[config.mk]
export PLATFORM = sky130hd
export DESIGN_NAME = exec_cluster
export DESIGN_NICKNAME = d
export VERILOG_FILES = /design/src/exec_pkg.sv /design/src/exec_condition.sv /design/src/exec_dispatch.sv /design/src/exec_lane.sv /design/src/exec_collect.sv /design/src/exec_cluster.sv
export SDC_FILE = /design/constraint.sdc
export NUM_CORES = 1
export LEC_CHECK = 0
export ABC_AREA = 1
export BUFFER_PORTS_ARGS = -buffer_cell sky130_fd_sc_hd__buf_2
export CAP_MARGIN = 5
export CORE_UTILIZATION = 55
export DETAILED_ROUTE_END_ITERATION = 6
export PLACE_DENSITY = 0.77
export SLEW_MARGIN = 20
export SYNTH_ARGS = -nofsm -noshare
export SYNTH_HDL_FRONTEND = slang
export SYNTH_SLANG_ARGS = --single-unit
[constraint.sdc]
create_clock -name clk -period 6.65 [get_ports clk]
set_input_delay 0.9975 -clock clk [delete_from_list [all_inputs] [get_ports clk]]
set_output_delay 0.9975 -clock clk [all_outputs]
set_load 0.1 [all_outputs]
[src/exec_pkg.sv]
package exec_pkg;

    // ----------------------------------------
    // cluster geometry
    // ----------------------------------------

    // number of execute lanes in the cluster
    localparam int num_lanes  = 4;
    localparam int lane_idx_w = (num_lanes > 1) ? $clog2(num_lanes) : 1;

    // ----------------------------------------
    // encodings
    // ----------------------------------------

    typedef enum logic [3:0] {
        OP_ADD   = 4'd0,
        OP_ADC   = 4'd1,
        OP_SUB   = 4'd2,
        OP_SBB   = 4'd3,
        OP_AND   = 4'd4,
        OP_OR    = 4'd5,
        OP_XOR   = 4'd6,
        OP_NOT   = 4'd7,
        OP_SETCC = 4'd8,
        OP_JCC   = 4'd9
    } exec_op_e;

    // operand size, 3 is unused and treated as 32 bit
    typedef enum logic [1:0] {
        SZ_8  = 2'd0,
        SZ_16 = 2'd1,
        SZ_32 = 2'd2
    } exec_size_e;

    // ----------------------------------------
    // command and result
    // ----------------------------------------

    // arithmetic flags, no af
    typedef struct packed {
        logic of;
        logic sf;
        logic zf;
        logic pf;
        logic cf;
    } exec_flags_t;

    typedef struct packed {
        exec_op_e    op;
        // x86 condition index for setcc and jcc
        logic [3:0]  cond;
        exec_size_e  size;
        logic [31:0] src;
        logic [31:0] dst;
        logic [31:0] eip;
        logic [31:0] disp;
        exec_flags_t flags;
    } exec_cmd_t;

    typedef struct packed {
        logic [31:0] result;
        exec_flags_t flags;
        // jcc taken
        logic        branch;
        logic [31:0] branch_eip;
    } exec_res_t;

endpackage

[src/exec_condition.sv]
`timescale 1ns/1ps

module exec_condition (
    input  exec_pkg::exec_flags_t flags,
    input  logic [3:0]            cond,
    output logic                  taken
);

    import exec_pkg::*;

    // the eight base conditions, indexed by cond[3:1]
    logic [7:0] base;
    logic       sf_ne_of;

    assign sf_ne_of = flags.sf ^ flags.of;

    always_comb begin
        // o / no
        base[0] = flags.of;
        // b / ae
        base[1] = flags.cf;
        // e / ne
        base[2] = flags.zf;
        // be / a
        base[3] = flags.cf | flags.zf;
        // s / ns
        base[4] = flags.sf;
        // p / np
        base[5] = flags.pf;
        // l / ge
        base[6] = sf_ne_of;
        // le / g
        base[7] = flags.zf | sf_ne_of;
    end

    // odd index is the inverted form
    assign taken = base[cond[3:1]] ^ cond[0];

endmodule

[src/exec_dispatch.sv]
`timescale 1ns/1ps

module exec_dispatch (
    input  logic                                clk,
    input  logic                                rst_n,

    // command input port
    input  logic                                cmd_valid,
    input  exec_pkg::exec_cmd_t                 cmd,
    output logic                                cmd_ready,

    // towards the lanes
    output logic [exec_pkg::num_lanes-1:0]      lane_in_valid,
    output exec_pkg::exec_cmd_t                 lane_cmd,
    input  logic [exec_pkg::num_lanes-1:0]      lane_in_ready
);

    import exec_pkg::*;

    // lane whose turn it is to take the next command
    logic [lane_idx_w-1:0] ptr;
    logic                  in_xfer;

    // ----------------------------------------
    // steering
    // ----------------------------------------

    assign cmd_ready = lane_in_ready[ptr];
    assign in_xfer   = cmd_valid && cmd_ready;

    // all lanes see the same payload, only one sees valid
    assign lane_cmd  = cmd;

    always_comb begin
        lane_in_valid      = '0;
        lane_in_valid[ptr] = cmd_valid;
    end

    // ----------------------------------------
    // turn pointer
    // ----------------------------------------

    always_ff @(posedge clk) begin
        if (!rst_n) begin
            ptr <= '0;
        end else if (in_xfer) begin
            if (ptr == lane_idx_w'(num_lanes - 1)) begin
                ptr <= '0;
            end else begin
                ptr <= ptr + 1'b1;
            end
        end
    end

endmodule

[src/exec_lane.sv]
`timescale 1ns/1ps

module exec_lane (
    input  logic                 clk,
    input  logic                 rst_n,

    input  logic                 in_valid,
    input  exec_pkg::exec_cmd_t  cmd,
    output logic                 in_ready,

    output logic                 res_valid,
    output exec_pkg::exec_res_t  res,
    input  logic                 res_ready
);

    import exec_pkg::*;

    // ----------------------------------------
    // operand preparation
    // ----------------------------------------

    logic [31:0] size_mask;
    logic [31:0] op_a;
    logic [31:0] op_b;
    logic        cin;
    logic [32:0] add_raw;
    logic [32:0] sub_raw;
    logic [32:0] alu_raw;
    logic [31:0] alu_res;
    logic [31:0] disp_ext;
    logic [31:0] target_sum;
    logic        cond_taken;
    logic        a_top;
    logic        b_top;
    logic        r_top;
    logic        carry_out;
    logic        is_sub;
    exec_res_t   res_d;
    exec_res_t   res_q;

    // sign bit position depends on operand size
    function automatic logic top_bit(input logic [31:0] v, input exec_size_e sz);
        case (sz)
            SZ_8:    top_bit = v[7];
            SZ_16:   top_bit = v[15];
            default: top_bit = v[31];
        endcase
    endfunction

    always_comb begin
        case (cmd.size)
            SZ_8:    size_mask = 32'h0000_00ff;
            SZ_16:   size_mask = 32'h0000_ffff;
            default: size_mask = 32'hffff_ffff;
        endcase
    end

    assign op_a = cmd.dst & size_mask;
    assign op_b = cmd.src & size_mask;
    assign cin  = ((cmd.op == OP_ADC) || (cmd.op == OP_SBB)) ? cmd.flags.cf : 1'b0;

    // operands are masked, so the bit above the size is carry or borrow
    assign add_raw = {1'b0, op_a} + {1'b0, op_b} + {32'd0, cin};
    assign sub_raw = {1'b0, op_a} - {1'b0, op_b} - {32'd0, cin};
    assign is_sub  = (cmd.op == OP_SUB) || (cmd.op == OP_SBB);

    // ----------------------------------------
    // alu
    // ----------------------------------------

    always_comb begin
        case (cmd.op)
            OP_ADD, OP_ADC: alu_raw = add_raw;
            OP_SUB, OP_SBB: alu_raw = sub_raw;
            OP_AND:         alu_raw = {1'b0, op_a & op_b};
            OP_OR:          alu_raw = {1'b0, op_a | op_b};
            OP_XOR:         alu_raw = {1'b0, op_a ^ op_b};
            OP_NOT:         alu_raw = {1'b0, ~op_a};
            OP_SETCC:       alu_raw = {32'd0, cond_taken};
            default:        alu_raw = '0;
        endcase
    end

    assign alu_res = alu_raw[31:0] & size_mask;

    always_comb begin
        case (cmd.size)
            SZ_8:    carry_out = alu_raw[8];
            SZ_16:   carry_out = alu_raw[16];
            default: carry_out = alu_raw[32];
        endcase
    end

    assign a_top = top_bit(op_a, cmd.size);
    assign b_top = top_bit(op_b, cmd.size);
    assign r_top = top_bit(alu_res, cmd.size);

    exec_condition exec_condition_i (
        .flags (cmd.flags),
        .cond  (cmd.cond),
        .taken (cond_taken)
    );

    // ----------------------------------------
    // branch target
    // ----------------------------------------

    always_comb begin
        case (cmd.size)
            SZ_8:    disp_ext = {{24{cmd.disp[7]}}, cmd.disp[7:0]};
            SZ_16:   disp_ext = {{16{cmd.disp[15]}}, cmd.disp[15:0]};
            default: disp_ext = cmd.disp;
        endcase
    end

    assign target_sum = cmd.eip + disp_ext;

    // ----------------------------------------
    // result assembly
    // ----------------------------------------

    always_comb begin
        res_d            = '0;
        res_d.result     = alu_res;
        res_d.flags      = cmd.flags;
        res_d.branch_eip = (cmd.size == SZ_16) ? {16'd0, target_sum[15:0]} : target_sum;
        case (cmd.op)
            OP_ADD, OP_ADC, OP_SUB, OP_SBB: begin
                res_d.flags.cf = carry_out;
                // sub overflows when operand signs differ
                res_d.flags.of = is_sub ? ((a_top != b_top) && (r_top != a_top))
                                        : ((a_top == b_top) && (r_top != a_top));
                res_d.flags.zf = (alu_res == 32'd0);
                res_d.flags.sf = r_top;
                res_d.flags.pf = ~^alu_res[7:0];
            end
            OP_AND, OP_OR, OP_XOR: begin
                res_d.flags.cf = 1'b0;
                res_d.flags.of = 1'b0;
                res_d.flags.zf = (alu_res == 32'd0);
                res_d.flags.sf = r_top;
                res_d.flags.pf = ~^alu_res[7:0];
            end
            OP_JCC: begin
                res_d.branch = cond_taken;
            end
            default: begin
                // not and setcc keep the incoming flags
                res_d.branch = 1'b0;
            end
        endcase
    end

    // ----------------------------------------
    // one-entry result register
    // ----------------------------------------

    assign in_ready = !res_valid || res_ready;

    always_ff @(posedge clk) begin
        if (!rst_n) begin
            res_valid <= 1'b0;
        end else if (in_valid && in_ready) begin
            res_valid <= 1'b1;
        end else if (res_ready) begin
            res_valid <= 1'b0;
        end
    end

    always_ff @(posedge clk) begin
        if (in_valid && in_ready) begin
            res_q <= res_d;
        end
    end

    assign res = res_q;

endmodule

[src/exec_collect.sv]
`timescale 1ns/1ps

module exec_collect (
    input  logic                                              clk,
    input  logic                                              rst_n,

    // from the lanes
    input  logic [exec_pkg::num_lanes-1:0]                    lane_res_valid,
    input  exec_pkg::exec_res_t [exec_pkg::num_lanes-1:0]     lane_res,
    output logic [exec_pkg::num_lanes-1:0]                    lane_res_ready,

    // result output port
    output logic                                              res_valid,
    output exec_pkg::exec_res_t                               res,
    input  logic                                              res_ready
);

    import exec_pkg::*;

    // lane that holds the oldest result
    logic [lane_idx_w-1:0] ptr;
    logic                  out_xfer;

    // ----------------------------------------
    // output mux
    // ----------------------------------------

    assign res_valid = lane_res_valid[ptr];
    assign res       = lane_res[ptr];
    assign out_xfer  = res_valid && res_ready;

    // only the turn lane may see ready
    always_comb begin
        lane_res_ready      = '0;
        lane_res_ready[ptr] = res_ready;
    end

    // ----------------------------------------
    // turn pointer
    // ----------------------------------------

    always_ff @(posedge clk) begin
        if (!rst_n) begin
            ptr <= '0;
        end else if (out_xfer) begin
            if (ptr == lane_idx_w'(num_lanes - 1)) begin
                ptr <= '0;
            end else begin
                ptr <= ptr + 1'b1;
            end
        end
    end

endmodule

[src/exec_cluster.sv]
`timescale 1ns/1ps

module exec_cluster (
    input  logic                 clk,
    input  logic                 rst_n,

    input  logic                 cmd_valid,
    input  exec_pkg::exec_cmd_t  cmd,
    output logic                 cmd_ready,

    output logic                 res_valid,
    output exec_pkg::exec_res_t  res,
    input  logic                 res_ready
);

    import exec_pkg::*;

    // dispatcher side
    logic [num_lanes-1:0]             lane_in_valid;
    logic [num_lanes-1:0]             lane_in_ready;
    exec_cmd_t                        lane_cmd;

    // collector side
    logic [num_lanes-1:0]             lane_res_valid;
    logic [num_lanes-1:0]             lane_res_ready;
    exec_res_t [num_lanes-1:0]        lane_res;

    exec_dispatch exec_dispatch_i (
        .clk           (clk),
        .rst_n         (rst_n),
        .cmd_valid     (cmd_valid),
        .cmd           (cmd),
        .cmd_ready     (cmd_ready),
        .lane_in_valid (lane_in_valid),
        .lane_cmd      (lane_cmd),
        .lane_in_ready (lane_in_ready)
    );

    // ----------------------------------------
    // execute lanes
    // ----------------------------------------

    for (genvar i = 0; i < num_lanes; i++) begin : g_lane
        exec_lane exec_lane_i (
            .clk       (clk),
            .rst_n     (rst_n),
            .in_valid  (lane_in_valid[i]),
            .cmd       (lane_cmd),
            .in_ready  (lane_in_ready[i]),
            .res_valid (lane_res_valid[i]),
            .res       (lane_res[i]),
            .res_ready (lane_res_ready[i])
        );
    end

    exec_collect exec_collect_i (
        .clk            (clk),
        .rst_n          (rst_n),
        .lane_res_valid (lane_res_valid),
        .lane_res       (lane_res),
        .lane_res_ready (lane_res_ready),
        .res_valid      (res_valid),
        .res            (res),
        .res_ready      (res_ready)
    );

endmodule

==> out/summary.txt <==
Result of the run: finished, violations left
Violations in the final reports: DRC
Post-synthesis sequential element count: 288
Area after DPL: 22600 um^2
Most frequent cell on the critical path: sky130_fd_sc_hd__nor2_1
Kind of critical path: input port to register
Maximum level of the CTS H-tree: 1
Cell type of the slowest stage on the worst timing path: sky130_fd_sc_hd__nor4_1
Max-cap violations: 0
Tmin final: 4.65 ns
Worst-Margin Slew: 0.990 ns
Post-route cell area: 23500 um^2
Switch share: 44.7%
CORE AREA: 37700 um^2
Initial drt markers: 2020
Detailed-route vias per instance: 5.71
Detailed-router iteration count before antenna repair: 7
Synthesized netlist net count: 3047
Maximum number of pins on one net before global-route repair: 89
Count of placed standard cells in the final layout, fillers left out: 3448
Data required, critical path: 7.03 ns
Total standard cell area after synthesis: 21000 um^2
Crit path buf inv count: 3
Category of the worst setup path launch point: input port
GP Congestion: 1.03
Total via count after detailed routing: 19700
Leakage power total: 11.2 nW
Post-detailed-route DRC marker count: 5
Combinational cell fraction of total power: 42.8%
Half-perimeter wire length after placement: 52100 um
CTS buffer count: 29
Hold Vio Cnt, Final: 0
Type of the most critical hold path: register to register
Smallest setup slack after layout: 2.00 ns
Total Negative Setup Slacks: 0 ns
Antenna violations before repair: 1
Worst clock skew on the final layout: 0.0364 ns
Number of core rows: 71
Number of ports placed on the die boundary: 219
Number of library cell types mapped by synthesis: 61
Die outline area: 39000 um^2
RSZ-0062 raised after global routing: no
Synth Flop Type: sky130_fd_sc_hd__edfxtp_1
Net switching power figure: 2.99 mW
Final period utilization: 70.0%
Gate Count Post-Synth: 2726
Filler Cells Inserted: 3402
Crit path DAT: 5.03 ns
Async set-reset flop share out of synthesis: 0%
Total Routed Length: 67800 um
Die Y: 198 um
Via count of the first global-routing pass: 17900
P&R area growth vs syn: 11.9%
Count of instances resized after the clock tree is built: 0
Later-pin clock latency in the skew report: 0.56 ns
Final setup vio count: 0
Maximum vdd ir drop: 0.282 mV
Final count of pins violating max slew: 0
Master cell of the clock root buffer: sky130_fd_sc_hd__clkbuf_16
Nets: 3235
Antenna Nets Post-Route: 0
Cell Int Power: 3.70 mW
Ratio of cells with drive above 1 in the final layout: 12.9%
Clk network pwr share: 22.9%
Cell-by-cell trace of the critical path: buf_2, nor2_1, nand3_1, fa_1, inv_1, ha_1, nor2_1, inv_1, nand2_1, nand2_1, o21ai_0, a21oi_1, nor4_1, ha_1, nand4_1, nor2_1, nand3_1, nor2_1, nand3_1, nor2_1, nand3_1, nand2_1
Clock tree sinks: 288
Width of the die: 198 um
Average routed wire per standard cell: 19.7 um
Number of warning messages in the yosys log: 0
Kind of end point of the critical path: register
Post-CTS Repair Setup Buffers: 0
Sequential share of the synthesized area: 40.7%
Sequential share of power: 34.3%
Delay-heaviest family, CP: simple AND/OR/NAND/NOR gates
TritonCTS clock tree: done
Post-Synthesis Mean Instance Area: 7.71 um^2
Wire length of the first global-routing pass: 101000 um
Effective utilization at floorplan: 55.8%
Largest incremental delay on the critical path: 0.78 ns
Count of buffers from port buffering: 218
Achievable Freq: 215 MHz
All-Layer GR Usage: 34.3%
Hold buffer count at cts: 0
Worst slew margin relative to its limit: 32.3%
Largest buffer count on any clock path: 3
Post-Place Setup Slack: 1.59 ns
Clock slew at the register clock pins of the worst setup and hold paths: 0.06 ns
Highest fanout seen on the critical path: 4
Placed Instances: 3394
Total grt overflow: 0
Count of flip-flops with a built-in enable after synthesis: 280
Power per cell area: 284 nW/um^2
metal layers:
metal  up-vias  part of all wire (%)  global-route usage [%]
met4         0                   2.8                    9.36
met5         -                     0                       0
met1      9270                    44                    50.3
li1       9405                     -                       -
met2       899                    43                    52.1
met3       100                   9.5                    5.57
through the flow:
| stage | total power [mW] | hold WS, ns | utilization [%] |
|---|---|---|---|
| floorplan | 4.50 | 0.466 | - |
| global placement | 5.11 | 0.533 | 60.0 |
| detailed placement | 5.15 | 0.552 | 60.1 |
| global route | 6.98 | 0.584 | 62.5 |
| CTS | 6.68 | 0.573 | 62.5 |
| finish | 6.69 | 0.574 | 62.5 |
flip-flops by register name, indices dropped and copies added, names as in the netlist:
| register | flops |
|---|---|
| exec_dispatch_i.ptr | 2 |
| exec_collect_i.ptr | 2 |
| g_lane.exec_lane_i.res_valid | 4 |
| g_lane.exec_lane_i.res | 280 |
placed cells by master, fill, tap and decap left out, drive strengths merged, types with 10 or more instances in the layout:
cell	instances
nand4	28
edfxtp	280
nor3	18
buf	232
xnor2	10
a221oi	16
o21ai	196
xor2	14
clkinv	19
o221ai	15
o22ai	94
inv	449
a21oi	111
clkbuf	33
ha	169
nand2	635
nor2	360
nand3	170
power by group through the flow:
stage	clock [mW]	combinational, mW	sequential (mW)
after global routing	1.62	3.06	2.31
after global placement	0	2.78	2.32
after CTS	1.55	2.83	2.29
final	1.53	2.86	2.29
after floorplan	0	2.20	2.30
after detailed placement	0	2.82	2.33
tightest hold or removal path, stage by stage (launching register included):
cell	delay (ns)
sky130_fd_sc_hd__dfxtp_1	0.34
sky130_fd_sc_hd__nand2_1	0.10
sky130_fd_sc_hd__a21oi_1	0.07
cells by family (layout without fill, tap and decap cells):
logic type	count (synthesis)	count (layout)	share of synthesized area, %
fa+ha+maj	174	174	10.5
flops	288	288	40.7
buf+inv	526	736	9.60
xor+xnor	24	24	1.00
simple gates	1242	1242	25.1
compound gates	472	472	13.0
other cells	0	1	0
worst paths after layout:
check	endpoint	start	slack, ns	depth (start not counted)
worst min register to register	g_lane[2].exec_lane_i.res_valid	g_lane[2].exec_lane_i.res_valid	0.57	2
worst max-delay path	g_lane[0].exec_lane_i.res[35]	cmd[142]	2.00	22
worst max register to register	g_lane[1].exec_lane_i.res[38]	exec_collect_i.ptr[1]	2.64	6
worst min-delay path	g_lane[2].exec_lane_i.res_valid	g_lane[2].exec_lane_i.res_valid	0.57	2
synth_stat cells, types with 5 or more instances:
| cell | count | area share (%) |
|---|---|---|
| sky130_fd_sc_hd__ha_1 | 169 | 10 |
| sky130_fd_sc_hd__edfxtp_1 | 280 | 40 |
| sky130_fd_sc_hd__clkinv_1 | 7 | 0.12 |
| sky130_fd_sc_hd__inv_1 | 426 | 7.6 |
| sky130_fd_sc_hd__o21bai_1 | 5 | 0.18 |
| sky130_fd_sc_hd__a221oi_1 | 15 | 0.62 |
| sky130_fd_sc_hd__o21ai_0 | 183 | 4.4 |
| sky130_fd_sc_hd__xor2_1 | 14 | 0.58 |
| sky130_fd_sc_hd__o221ai_1 | 15 | 0.62 |
| sky130_fd_sc_hd__o22ai_1 | 94 | 2.8 |
| sky130_fd_sc_hd__clkbuf_1 | 48 | 0.86 |
| sky130_fd_sc_hd__inv_2 | 17 | 0.30 |
| sky130_fd_sc_hd__buf_2 | 15 | 0.36 |
| sky130_fd_sc_hd__dfxtp_1 | 8 | 0.76 |
| sky130_fd_sc_hd__o21a_1 | 5 | 0.18 |
| sky130_fd_sc_hd__nand3b_1 | 9 | 0.32 |
| sky130_fd_sc_hd__nand3_1 | 163 | 3.9 |
| sky130_fd_sc_hd__nand3_2 | 7 | 0.33 |
| sky130_fd_sc_hd__a21o_1 | 5 | 0.18 |
| sky130_fd_sc_hd__nor2_2 | 24 | 0.71 |
| sky130_fd_sc_hd__nor2_1 | 332 | 5.9 |
| sky130_fd_sc_hd__buf_1 | 7 | 0.12 |
| sky130_fd_sc_hd__xnor2_1 | 10 | 0.42 |
| sky130_fd_sc_hd__and2_1 | 9 | 0.27 |
| sky130_fd_sc_hd__nand2_2 | 24 | 0.71 |
| sky130_fd_sc_hd__nand2_1 | 609 | 11 |
| sky130_fd_sc_hd__nor3_1 | 16 | 0.38 |
| sky130_fd_sc_hd__fa_1 | 5 | 0.48 |
| sky130_fd_sc_hd__a21oi_1 | 107 | 2.5 |
| sky130_fd_sc_hd__nand4_1 | 28 | 0.83 |
| sky130_fd_sc_hd__o21ai_1 | 13 | 0.31 |
layout make-up:
type	count	area, um^2	share of cell area (%)
Sequential cell	288	8580	36.4
Inverter	451	1700	7.22
Clock buffer	33	741	3.15
Timing Repair Buffer	232	1220	5.17
Clock inverter	20	166	0.707
Tap cell	511	639	2.72
Multi-Input combinational cell	1912	10500	44.6
Antenna cell	1	2.50	0.0106
No activity file was read; power rests on OpenSTA's default activity.
